### src/hw/input_pkg.sv
`default_nettype none

package input_pkg;

	localparam int JOY_W = 16;
	localparam int KEY_CNT = 12;	// Keypad is 4 rows of 3

	// Bit positions in a host joystick word
	typedef enum logic [3:0] {
		JB_RIGHT  = 4'd0,
		JB_LEFT   = 4'd1,
		JB_DOWN   = 4'd2,
		JB_UP     = 4'd3,
		JB_FIRE1  = 4'd4,
		JB_FIRE2  = 4'd5,
		JB_PAUSE  = 4'd6,
		JB_SELECT = 4'd7,
		JB_START  = 4'd8,
		JB_AUX    = 4'd9	// Booster grip extra button
	} joy_bit_e;

	// Device codes in menu order, gaps are devices not built here
	typedef enum logic [3:0] {
		DEV_NONE      = 4'd0,
		DEV_JOYSTICK  = 4'd1,
		DEV_TRACKBALL = 4'd4,
		DEV_KEYPAD    = 4'd5,
		DEV_BOOSTER   = 4'd9
	} device_e;

	// Cartridge header controller byte
	function automatic device_e header_to_device(input logic [7:0] code);
		case (code)
			8'd1, 8'd5: return DEV_JOYSTICK;	// 7800 and 2600 sticks
			8'd4: return DEV_TRACKBALL;
			8'd7: return DEV_KEYPAD;
			default: return DEV_NONE;
		endcase
	endfunction

	typedef struct packed {
		logic [JOY_W-1:0] joy_a;
		logic [JOY_W-1:0] joy_b;
		device_e type_a;
		device_e type_b;
	} sel_t;

	// PS/2 mouse packet as delivered by the host
	typedef struct packed {
		logic toggle;
		logic [7:0] y;
		logic [7:0] x;
		logic [1:0] ovf;	// Overflow flags, not used
		logic sign_y;
		logic sign_x;
		logic [1:0] misc;	// Middle button and sync bit, not used
		logic [1:0] buttons;
	} mouse_t;

	typedef struct packed {
		logic toggle;
		logic pressed;
		logic [8:0] code;
	} key_event_t;

endpackage

`default_nettype wire

### src/hw/riot_pkg.sv
`default_nettype none

package riot_pkg;

	// Idle levels of the console input pins
	localparam logic [7:0] PA_IDLE = 8'hff;
	localparam logic [1:0] IL_IDLE = 2'b11;
	localparam logic [3:0] ID_IDLE = 4'b0000;
	localparam logic [7:0] PB_IDLE = 8'hff;	// Switches released

	// Keypad column lines of one port
	typedef struct packed {
		logic col_hash;	// 3, 6, 9, #
		logic col_mid;	// 2, 5, 8, 0
		logic col_star;	// 1, 4, 7, *
	} kp_cols_t;

	typedef struct packed {
		logic ytog;
		logic dir_y;
		logic xtog;
		logic dir_x;
		logic button;
	} track_t;

	// Pins owned by one controller port
	typedef struct packed {
		logic [3:0] nibble;	// RIOT port A half
		logic ilatch;
		logic [1:0] idump;
	} port_pins_t;

	localparam port_pins_t PORT_NONE = 7'b1111_1_00;

endpackage

`default_nettype wire

### src/hw/controller_select.sv
`timescale 1ns/1ps
`default_nettype none

module controller_select (
	input  logic clk_sys,
	input  logic reset,
	input  logic [input_pkg::JOY_W-1:0] joy_a,
	input  logic [input_pkg::JOY_W-1:0] joy_b,
	input  logic swap,
	input  logic tia_en,
	input  logic [3:0] sel_a,
	input  logic [3:0] sel_b,
	input  logic [7:0] header_a,
	input  logic [7:0] header_b,
	output input_pkg::sel_t sel
);

	// Menu entries without hardware here read as nothing plugged in
	function automatic input_pkg::device_e menu_to_device(input logic [3:0] code);
		case (code)
			4'd1: return input_pkg::DEV_JOYSTICK;
			4'd4: return input_pkg::DEV_TRACKBALL;
			4'd5: return input_pkg::DEV_KEYPAD;
			4'd9: return input_pkg::DEV_BOOSTER;
			default: return input_pkg::DEV_NONE;
		endcase
	endfunction

	function automatic input_pkg::device_e resolve(
		input logic [3:0] menu,
		input logic [7:0] header,
		input logic tia
	);
		input_pkg::device_e dev;
		if (menu != 4'd0)
			return menu_to_device(menu - 4'd1);	// Override beats header
		dev = input_pkg::header_to_device(header);
		// 2600 carts get sticks instead of a header trackball
		if (tia && dev == input_pkg::DEV_TRACKBALL)
			dev = input_pkg::DEV_JOYSTICK;
		return dev;
	endfunction

	always_ff @(posedge clk_sys) begin
		if (reset) begin
			sel <= '0;
		end else begin
			sel.joy_a <= swap ? joy_b : joy_a;
			sel.joy_b <= swap ? joy_a : joy_b;
			sel.type_a <= resolve(sel_a, header_a, tia_en);
			sel.type_b <= resolve(sel_b, header_b, tia_en);
		end
	end

	type_known: assert property (@(posedge clk_sys) disable iff (reset)
		sel.type_a inside {input_pkg::DEV_NONE, input_pkg::DEV_JOYSTICK,
			input_pkg::DEV_TRACKBALL, input_pkg::DEV_KEYPAD, input_pkg::DEV_BOOSTER} &&
		sel.type_b inside {input_pkg::DEV_NONE, input_pkg::DEV_JOYSTICK,
			input_pkg::DEV_TRACKBALL, input_pkg::DEV_KEYPAD, input_pkg::DEV_BOOSTER});

endmodule

`default_nettype wire

### src/hw/keypad_matrix.sv
`timescale 1ns/1ps
`default_nettype none

module keypad_matrix (
	input  logic clk_sys,
	input  logic reset,
	input  input_pkg::key_event_t key_ev,
	input  logic [7:0] pa_out,
	output riot_pkg::kp_cols_t cols_a,
	output riot_pkg::kp_cols_t cols_b
);

	// Slot is 3*row + col, col 0 being the star column
	logic [input_pkg::KEY_CNT-1:0] keys;
	logic last_tog;
	logic [3:0] key_idx;

	// Number row or the Q-W-E block, 15 for anything else
	function automatic logic [3:0] key_index(input logic [8:0] code);
		case (code)
			9'h016: return 4'd0;	// 1
			9'h01e: return 4'd1;	// 2
			9'h026: return 4'd2;	// 3
			9'h025, 9'h015: return 4'd3;	// 4 or Q
			9'h02e, 9'h01d: return 4'd4;
			9'h036, 9'h024: return 4'd5;
			9'h03d, 9'h01c: return 4'd6;	// 7 or A
			9'h03e, 9'h01b: return 4'd7;
			9'h046, 9'h023: return 4'd8;
			9'h055, 9'h01a: return 4'd9;	// *
			9'h045, 9'h022: return 4'd10;	// 0
			9'h04e, 9'h021: return 4'd11;	// #
			default: return 4'd15;
		endcase
	endfunction

	// A held key ties its column to its row line
	// Rows scanned upward so the highest pressed row sets the level
	function automatic riot_pkg::kp_cols_t scan(
		input logic [input_pkg::KEY_CNT-1:0] k,
		input logic [3:0] rows
	);
		logic [2:0] lv;
		lv = 3'b111;	// Pull-ups
		for (int r = 0; r < 4; r++) begin
			for (int c = 0; c < 3; c++) begin
				if (k[3*r + c])
					lv[c] = rows[r];
			end
		end
		return riot_pkg::kp_cols_t'(lv);
	endfunction

	assign key_idx = key_index(key_ev.code);

	always_ff @(posedge clk_sys) begin
		if (reset) begin
			keys <= '0;
			last_tog <= key_ev.toggle;	// Nothing pending out of reset
		end else if (key_ev.toggle != last_tog) begin
			last_tog <= key_ev.toggle;
			if (key_idx < 4'(input_pkg::KEY_CNT))
				keys[key_idx] <= key_ev.pressed;
		end
	end

	// Port A drives rows on 7:4, port B on 3:0
	always_ff @(posedge clk_sys) begin
		if (reset) begin
			cols_a <= '1;
			cols_b <= '1;
		end else begin
			cols_a <= scan(keys, pa_out[7:4]);
			cols_b <= scan(keys, pa_out[3:0]);
		end
	end

	keys_need_event: assert property (@(posedge clk_sys) disable iff (reset)
		$past(key_ev.toggle == last_tog) |-> $stable(keys));

endmodule

`default_nettype wire

### src/hw/trackball_feed.sv
`timescale 1ns/1ps
`default_nettype none

module trackball_feed (
	input  logic clk_sys,
	input  logic reset,
	input  logic pa_read,
	input  input_pkg::mouse_t mouse,
	output riot_pkg::track_t track
);

	logic last_tog;
	logic load;
	logic [7:0] cnt_x;
	logic [7:0] cnt_y;
	logic xtog, ytog;
	logic dir_x, dir_y;
	logic button;
	logic [3:0] nibble;

	assign load = mouse.toggle != last_tog;

	always_ff @(posedge clk_sys) begin
		if (reset) begin
			last_tog <= mouse.toggle;
			cnt_x <= '0;
			cnt_y <= '0;
			xtog <= 1'b0;
			ytog <= 1'b0;
			dir_x <= 1'b0;
			dir_y <= 1'b0;
			button <= 1'b0;
			nibble <= '0;
		end else begin
			last_tog <= mouse.toggle;
			// One step of movement per port A read
			if (pa_read) begin
				nibble <= {ytog, dir_y, xtog, dir_x};	// Toggles before this read
				if (cnt_y != 8'd0) begin
					ytog <= ~ytog;
					cnt_y <= cnt_y - 8'd1;
				end
				if (cnt_x != 8'd0) begin
					xtog <= ~xtog;
					cnt_x <= cnt_x - 8'd1;
				end
			end
			// New packet overrides the counters
			if (load) begin
				cnt_x <= mouse.sign_x ? ~mouse.x : mouse.x;
				cnt_y <= mouse.sign_y ? ~mouse.y : mouse.y;
				dir_x <= ~mouse.sign_x;	// X axis is mirrored on this trackball
				dir_y <= mouse.sign_y;
				button <= |mouse.buttons;	// Either button fires
			end
		end
	end

	assign track = riot_pkg::track_t'({nibble, button});

	no_wrap: assert property (@(posedge clk_sys) disable iff (reset)
		!$past(load) |-> (cnt_x <= $past(cnt_x)) && (cnt_y <= $past(cnt_y)));

endmodule

`default_nettype wire

### src/hw/port_mux.sv
`timescale 1ns/1ps
`default_nettype none

module port_mux (
	input  logic clk_sys,
	input  logic reset,
	input  logic tia_en,
	input  input_pkg::sel_t sel,
	input  riot_pkg::kp_cols_t cols_a,
	input  riot_pkg::kp_cols_t cols_b,
	input  riot_pkg::track_t track,
	input  logic [7:0] pa_out,
	input  logic [7:0] pb_out,
	input  logic diff_left,
	input  logic diff_right,
	input  logic bw,
	output logic [7:0] pa_in,
	output logic [1:0] ilatch,
	output logic [3:0] idump,
	output logic [7:0] pb_in
);

	input_pkg::device_e dev_b;
	riot_pkg::port_pins_t pins_a;
	riot_pkg::port_pins_t pins_b;
	logic pause, select, start;
	logic [7:0] pb_next;

	function automatic riot_pkg::port_pins_t map_port(
		input input_pkg::device_e dev,
		input logic [input_pkg::JOY_W-1:0] joy,
		input riot_pkg::kp_cols_t cols,
		input riot_pkg::track_t trk,
		input logic [3:0] echo,
		input logic tia,
		input logic two_btn
	);
		riot_pkg::port_pins_t p;
		logic f1, f2;
		f1 = joy[input_pkg::JB_FIRE1];
		f2 = joy[input_pkg::JB_FIRE2];
		// Stick wiring, active low
		p.nibble = ~{joy[input_pkg::JB_RIGHT], joy[input_pkg::JB_LEFT],
			joy[input_pkg::JB_DOWN], joy[input_pkg::JB_UP]};
		p.ilatch = tia ? ~f1 : ~(f1 | f2);	// One-button fire sees either
		p.idump = tia ? {~f2, 1'b0} : {f1, f2};
		case (dev)
			input_pkg::DEV_NONE: p = riot_pkg::PORT_NONE;
			input_pkg::DEV_TRACKBALL: begin
				p.nibble = {trk.ytog, trk.dir_y, trk.xtog, trk.dir_x};
				p.ilatch = ~trk.button;
				p.idump = 2'b00;
			end
			input_pkg::DEV_KEYPAD: begin
				p.nibble = echo;	// Row drive reads back
				p.ilatch = cols.col_hash;
				p.idump = {cols.col_mid, cols.col_star};
			end
			input_pkg::DEV_BOOSTER: p.idump = {f2, joy[input_pkg::JB_AUX]};
			default: ;
		endcase
		// Two-button mode pulls pin 6 up hard
		if (two_btn)
			p.ilatch = 1'b1;
		return p;
	endfunction

	// Only one trackball feed, so a second one falls back to a stick
	assign dev_b = (sel.type_b == input_pkg::DEV_TRACKBALL &&
		sel.type_a == input_pkg::DEV_TRACKBALL) ? input_pkg::DEV_JOYSTICK : sel.type_b;

	assign pins_a = map_port(sel.type_a, sel.joy_a, cols_a, track, pa_out[7:4],
		tia_en, ~tia_en & ~pb_out[2]);
	assign pins_b = map_port(dev_b, sel.joy_b, cols_b, track, pa_out[3:0],
		tia_en, ~tia_en & ~pb_out[4]);

	assign pause = sel.joy_a[input_pkg::JB_PAUSE] | sel.joy_b[input_pkg::JB_PAUSE];
	assign select = sel.joy_a[input_pkg::JB_SELECT] | sel.joy_b[input_pkg::JB_SELECT];
	assign start = sel.joy_a[input_pkg::JB_START] | sel.joy_b[input_pkg::JB_START];

	always_comb begin
		pb_next[7] = ~diff_right;
		pb_next[6] = ~diff_left;
		pb_next[5] = pb_out[5];	// Not connected
		pb_next[4] = pb_out[4];	// Port B button mode
		pb_next[3] = tia_en ? ~bw : ~pause;
		pb_next[2] = pb_out[2];	// Port A button mode
		pb_next[1] = ~select;
		pb_next[0] = ~start;
	end

	always_ff @(posedge clk_sys) begin
		if (reset) begin
			pa_in <= riot_pkg::PA_IDLE;
			ilatch <= riot_pkg::IL_IDLE;
			idump <= riot_pkg::ID_IDLE;
			pb_in <= riot_pkg::PB_IDLE;
		end else begin
			pa_in <= {pins_a.nibble, pins_b.nibble};
			ilatch <= {pins_b.ilatch, pins_a.ilatch};
			idump <= {pins_b.idump, pins_a.idump};
			pb_in <= pb_next;
		end
	end

	none_a_quiet: assert property (@(posedge clk_sys) disable iff (reset)
		$past(sel.type_a) == input_pkg::DEV_NONE |-> idump[1:0] == 2'b00);
	none_b_quiet: assert property (@(posedge clk_sys) disable iff (reset)
		$past(sel.type_b) == input_pkg::DEV_NONE |-> idump[3:2] == 2'b00);

endmodule

`default_nettype wire

### src/hw/riot_input_top.sv
`timescale 1ns/1ps
`default_nettype none

module riot_input_top (
	input  logic clk_sys,
	input  logic reset,
	input  logic [input_pkg::JOY_W-1:0] joy_a,
	input  logic [input_pkg::JOY_W-1:0] joy_b,
	input  logic swap,
	input  logic [3:0] sel_a,
	input  logic [3:0] sel_b,
	input  logic [7:0] header_a,
	input  logic [7:0] header_b,
	input  logic tia_en,
	input  logic diff_left,
	input  logic diff_right,
	input  logic bw,
	input  input_pkg::key_event_t key_ev,
	input  input_pkg::mouse_t mouse,
	input  logic pa_read,
	input  logic [7:0] pa_out,
	input  logic [7:0] pb_out,
	output logic [7:0] pa_in,
	output logic [1:0] ilatch,
	output logic [3:0] idump,
	output logic [7:0] pb_in
);

	input_pkg::sel_t sel_q;
	riot_pkg::kp_cols_t cols_a;
	riot_pkg::kp_cols_t cols_b;
	riot_pkg::track_t track;

	controller_select u_select (
		.clk_sys  (clk_sys),
		.reset    (reset),
		.joy_a    (joy_a),
		.joy_b    (joy_b),
		.swap     (swap),
		.tia_en   (tia_en),
		.sel_a    (sel_a),
		.sel_b    (sel_b),
		.header_a (header_a),
		.header_b (header_b),
		.sel      (sel_q)
	);

	keypad_matrix u_keypad (
		.clk_sys (clk_sys),
		.reset   (reset),
		.key_ev  (key_ev),
		.pa_out  (pa_out),
		.cols_a  (cols_a),
		.cols_b  (cols_b)
	);

	trackball_feed u_trackball (
		.clk_sys (clk_sys),
		.reset   (reset),
		.pa_read (pa_read),
		.mouse   (mouse),
		.track   (track)
	);

	port_mux u_mux (
		.clk_sys    (clk_sys),
		.reset      (reset),
		.tia_en     (tia_en),
		.sel        (sel_q),
		.cols_a     (cols_a),
		.cols_b     (cols_b),
		.track      (track),
		.pa_out     (pa_out),
		.pb_out     (pb_out),
		.diff_left  (diff_left),
		.diff_right (diff_right),
		.bw         (bw),
		.pa_in      (pa_in),
		.ilatch     (ilatch),
		.idump      (idump),
		.pb_in      (pb_in)
	);

endmodule

`default_nettype wire

### config.mk
export PLATFORM = sky130hd
export DESIGN_NAME = riot_input_top
export DESIGN_NICKNAME = d
export VERILOG_FILES = /design/src/hw/input_pkg.sv /design/src/hw/riot_pkg.sv /design/src/hw/controller_select.sv /design/src/hw/keypad_matrix.sv /design/src/hw/trackball_feed.sv /design/src/hw/port_mux.sv /design/src/hw/riot_input_top.sv
export SDC_FILE = /design/constraint.sdc
export NUM_CORES = 1
export LEC_CHECK = 0
export CORE_AREA = 4 4 85 118
export CTS_BUF_LIST = sky130_fd_sc_hd__clkbuf_4
export CTS_CLUSTER_SIZE = 30
export DETAILED_ROUTE_END_ITERATION = 8
export DIE_AREA = 0 0 89 122
export DONT_BUFFER_PORTS = 1
export PLACE_DENSITY_LB_ADDON = 0.1
export SLEW_MARGIN = 20
export SYNTH_ARGS = -nofsm -noshare
export SYNTH_HDL_FRONTEND = slang
export SYNTH_SLANG_ARGS = --single-unit
export TNS_END_PERCENT = 5
### constraint.sdc
create_clock -name clk_sys -period 1.66 [get_ports clk_sys]
set_input_delay 0.166 -clock clk_sys [delete_from_list [all_inputs] [get_ports clk_sys]]
set_output_delay 0.166 -clock clk_sys [all_outputs]
set_load 0.01 [all_outputs]
==> impl_metrics.toml <==
[setup_path]
critPathSlowestCell = "or3_4"
required_ps = 2030
worstSetupEndpointType = "flip-flop"
crit_type = "reg2reg"
slowest_delay_ps = 380
path_max_fanout = 5
crit_chain = "or3_4, or3_4, o21ai_4, buf_6, buf_4, xnor2_1, a211oi_1"
critPathArrivalTime_ps = 2260
cp-start-kind = "flip-flop"
path_common_cell = "or3_4"

[routing]
wl_per_cell_um = 16.1
drt_wl_total_um = 12700
detail_route.iter0.violations = 189
vias = 4454
via_per_inst = 5.66
drc_errors = 0
dr.pass1.iters = 5
drtAntennaViolNets = 0

[clock_tree]
cts_max_level = 3
clk_pin_slew_worst_paths_ps = 140
ctsRootBufferMaster = "clkbuf_4"
cts_tree = "built"
cts.sinks = 93
cts_made_buffers = 9
clock_latency_ps = 440
clockBufferDepth = 2

[job]
drv_cap = 0

[sta]
final_hold_viol_count = 0
final.min_clock_period_ps = 1880
setup_ws_ps = -225
tightest_slew_ps = 479
period_share_pct = 114
skew_ps = 14.2
setup_tns_ps = -2570
slew_viol_final = 0
fmax_mhz = 531
slew_headroom_pct = 68.0
rsz0062_at_grt = "yes"
setup_viol = 18

[floorplan]
initial_core_util_pct = 53.7
die_area_um2 = 10900
io_pins = 138
coreArea_um2 = 8980
dieWidth_um = 89
die_y_um = 122
row_count = 41

[placement]
place_congestion = 0.831
numPortBuffers = 0
place_hpwl_um = 8280
dp_slack_ps = -228

[layout]
nets = 794
syn_to_final_growth_pct = 31.2
drive_above_1_share_pct = 12.8

[logic_synthesis]
synth_warnings = 0
ys_ff_latch = 93
synthArstFlopShare_pct = 0
avgSynthCellArea_um2 = 8.66
syn_nets = 676
synth_cell_type_count = 48
syn_area_um2 = 4820
synth-edff-count = 1
synth_flop_cell = "dfxtp_1"
syn-instance-count = 556
ys_seq_area_share_pct = 38.9

[min_path]
hold_path.class = "in2reg"

[global_route]
antenna_found_initial = 1
grt_pass1_vias = 4221
grt_pass1_wl_um = 18900
grt_max_degree = 94
grt_usage_pct = 22.2
gr-total-overflow = 0

[power_and_ir_drop]
ir_drop_mv = 0.606
p_per_area_nw_per_um2 = 725
p_leak_uw = 0.00247

[status]
violations = "setup timing"
status = "finished, violations left"
## Yosys cell counts, types with 3 or more instances
cell	n	area (um^2)
o22ai_1	11	68.8
nand3b_1	5	37.5
nor3b_1	6	45.0
nor4_1	9	56.3
or4_1	5	37.5
nand2_1	24	90.1
buf_2	6	30.0
clkbuf_1	27	101
o21bai_1	3	22.5
nor2b_1	5	31.3
nor2_1	71	267
or3_4	4	45.0
a2111oi_0	3	26.3
a21oi_1	18	90.1
o21ai_0	20	100
dfxtp_1	92	1840
ha_1	4	50.1
inv_1	20	75.1
nor3_1	8	40.0
nand3_1	20	100
nand4b_1	3	26.3
a31oi_1	3	18.8
or2_2	10	62.6
and3_1	4	25.0
mux2i_1	45	450
xor2_1	25	219
o31ai_1	3	22.5
a211oi_1	24	180
nand2b_1	30	188
a221oi_1	6	52.6
xnor2_1	18	158
## per-stage QoR
| stage | cells | hold slack [ps] | util, % | total power (uW) | area, um^2 |
|---|---|---|---|---|---|
| finish | 787 | 40.9 | 70.4 | 4580 | 6320 |
| global route | 787 | 11.9 | 70.4 | 4830 | 6320 |
| CTS | 750 | -266 | 65.7 | 4480 | 5900 |
| detailed placement | 665 | 194 | 56.7 | 3280 | 5090 |
| global placement | 665 | 194 | 56.7 | 3260 | 5090 |
| floorplan | 556 | 194 | - | 3100 | 4820 |
## flip-flops by register name (all words and copies together) (netlist names)
name	cells
u_trackball.ytog	1
u_keypad.cols_b	3
u_trackball.cnt_x	8
u_mux.ilatch	2
u_trackball.nibble	4
u_keypad.cols_a	3
u_mux.pb_in	8
u_keypad.last_tog	1
u_trackball.cnt_y	8
u_trackball.last_tog	1
u_trackball.dir_y	1
u_trackball.button	1
u_trackball.xtog	1
u_select.sel	26
u_keypad.keys	12
u_mux.pa_in	8
u_mux.idump	4
u_trackball.dir_x	1
## critical path, delay by kind of cell (launching register included)
family | cells | cell delay [ps]
buffers and inverters | 2 | 270
AND/OR/NAND/NOR | 2 | 730
XOR/XNOR | 1 | 50
AO/OA/AOI/OAI | 2 | 410
flip-flops | 1 | 350
## layer usage
layer | wire length, um | up-vias | track usage (%) | part of all wire [%]
met2 | 6990 | 117 | 40.3 | 55
met4 | 267 | 0 | 9.40 | 2.1
met5 | 0 | - | 0 | 0
met3 | 565 | 23 | 4.47 | 4.5
li1 | - | 2192 | - | -
met1 | 4830 | 2122 | 24.5 | 38
## worst paths after layout
path / cells after the start / start / endpoint / slack (ps)
worst max-delay path: 7 / u_trackball.cnt_x[2] / u_trackball.cnt_x[0] / -220
worst min register to register: 1 / u_select.sel[10] / u_mux.pa_in[1] / 440
worst max register to register: 7 / u_trackball.cnt_x[2] / u_trackball.cnt_x[0] / -220
worst min-delay path: 2 / reset / u_keypad.cols_a[1] / 40
## placed cells by master, fill, tap and decap left out, types with 4 or more instances in the layout
cell / n
dfxtp_1: 89
a221oi_1: 6
nand2_1: 24
a21oi_1: 18
ha_1: 4
xnor2_1: 17
buf_4: 35
nand2b_1: 29
nor3b_1: 6
and3_1: 4
o22ai_1: 11
dlygate4sd3_1: 99
nand3b_1: 5
nand3_1: 20
o21ai_0: 18
or4_1: 5
clkbuf_4: 10
nor3_1: 8
nor2_1: 71
xor2_1: 25
a211oi_1: 21
nor4_1: 8
mux2i_1: 45
or2_2: 10
or3_4: 4
nor2b_1: 5
inv_1: 18
## layout make-up
type / count / area (um^2)
Fill cell: 723 / 2660
Clock buffer: 10 / 75.1
Tap cell: 107 / 134
Multi-Input combinational cell: 411 / 2800
Inverter: 20 / 75.1
Timing Repair Buffer: 139 / 1320
Clock inverter: 6 / 38.8
Sequential cell: 93 / 1880
Antenna cell: 1 / 2.50
## timing repair
action                                  CTS  global route
resized for setup                         4            16
endpoints found under the setup margin   18            25
buffers inserted                          3             0
hold buffers                             65            36
pin swaps                                10             8
gates cloned                              1             0
hold endpoints to repair                 94            37
## kinds of logic (layout without fill, tap and decap cells)
| family | Yosys count | after routing | share of synthesized area [%] |
|---|---|---|---|
| other | 0 | 1 | 0 |
| flip-flops | 93 | 93 | 38.9 |
| adder cells (fa/ha/maj) | 4 | 4 | 1.04 |
| AND/OR/NAND/NOR | 215 | 215 | 24.1 |
| AO/OA/AOI/OAI | 103 | 104 | 14.6 |
| multiplexers | 45 | 45 | 9.35 |
| buffers and inverters | 53 | 175 | 4.29 |
| XOR/XNOR | 43 | 43 | 7.82 |
## power by group
part | total [uW] | switching, uW | internal [uW]
Sequential | 2470 | 94.2 | 2380
Combinational | 1040 | 434 | 603
Clock | 1080 | 752 | 323
Total | 4580 | 1280 | 3300
Power figures use the tool's default switching activity.
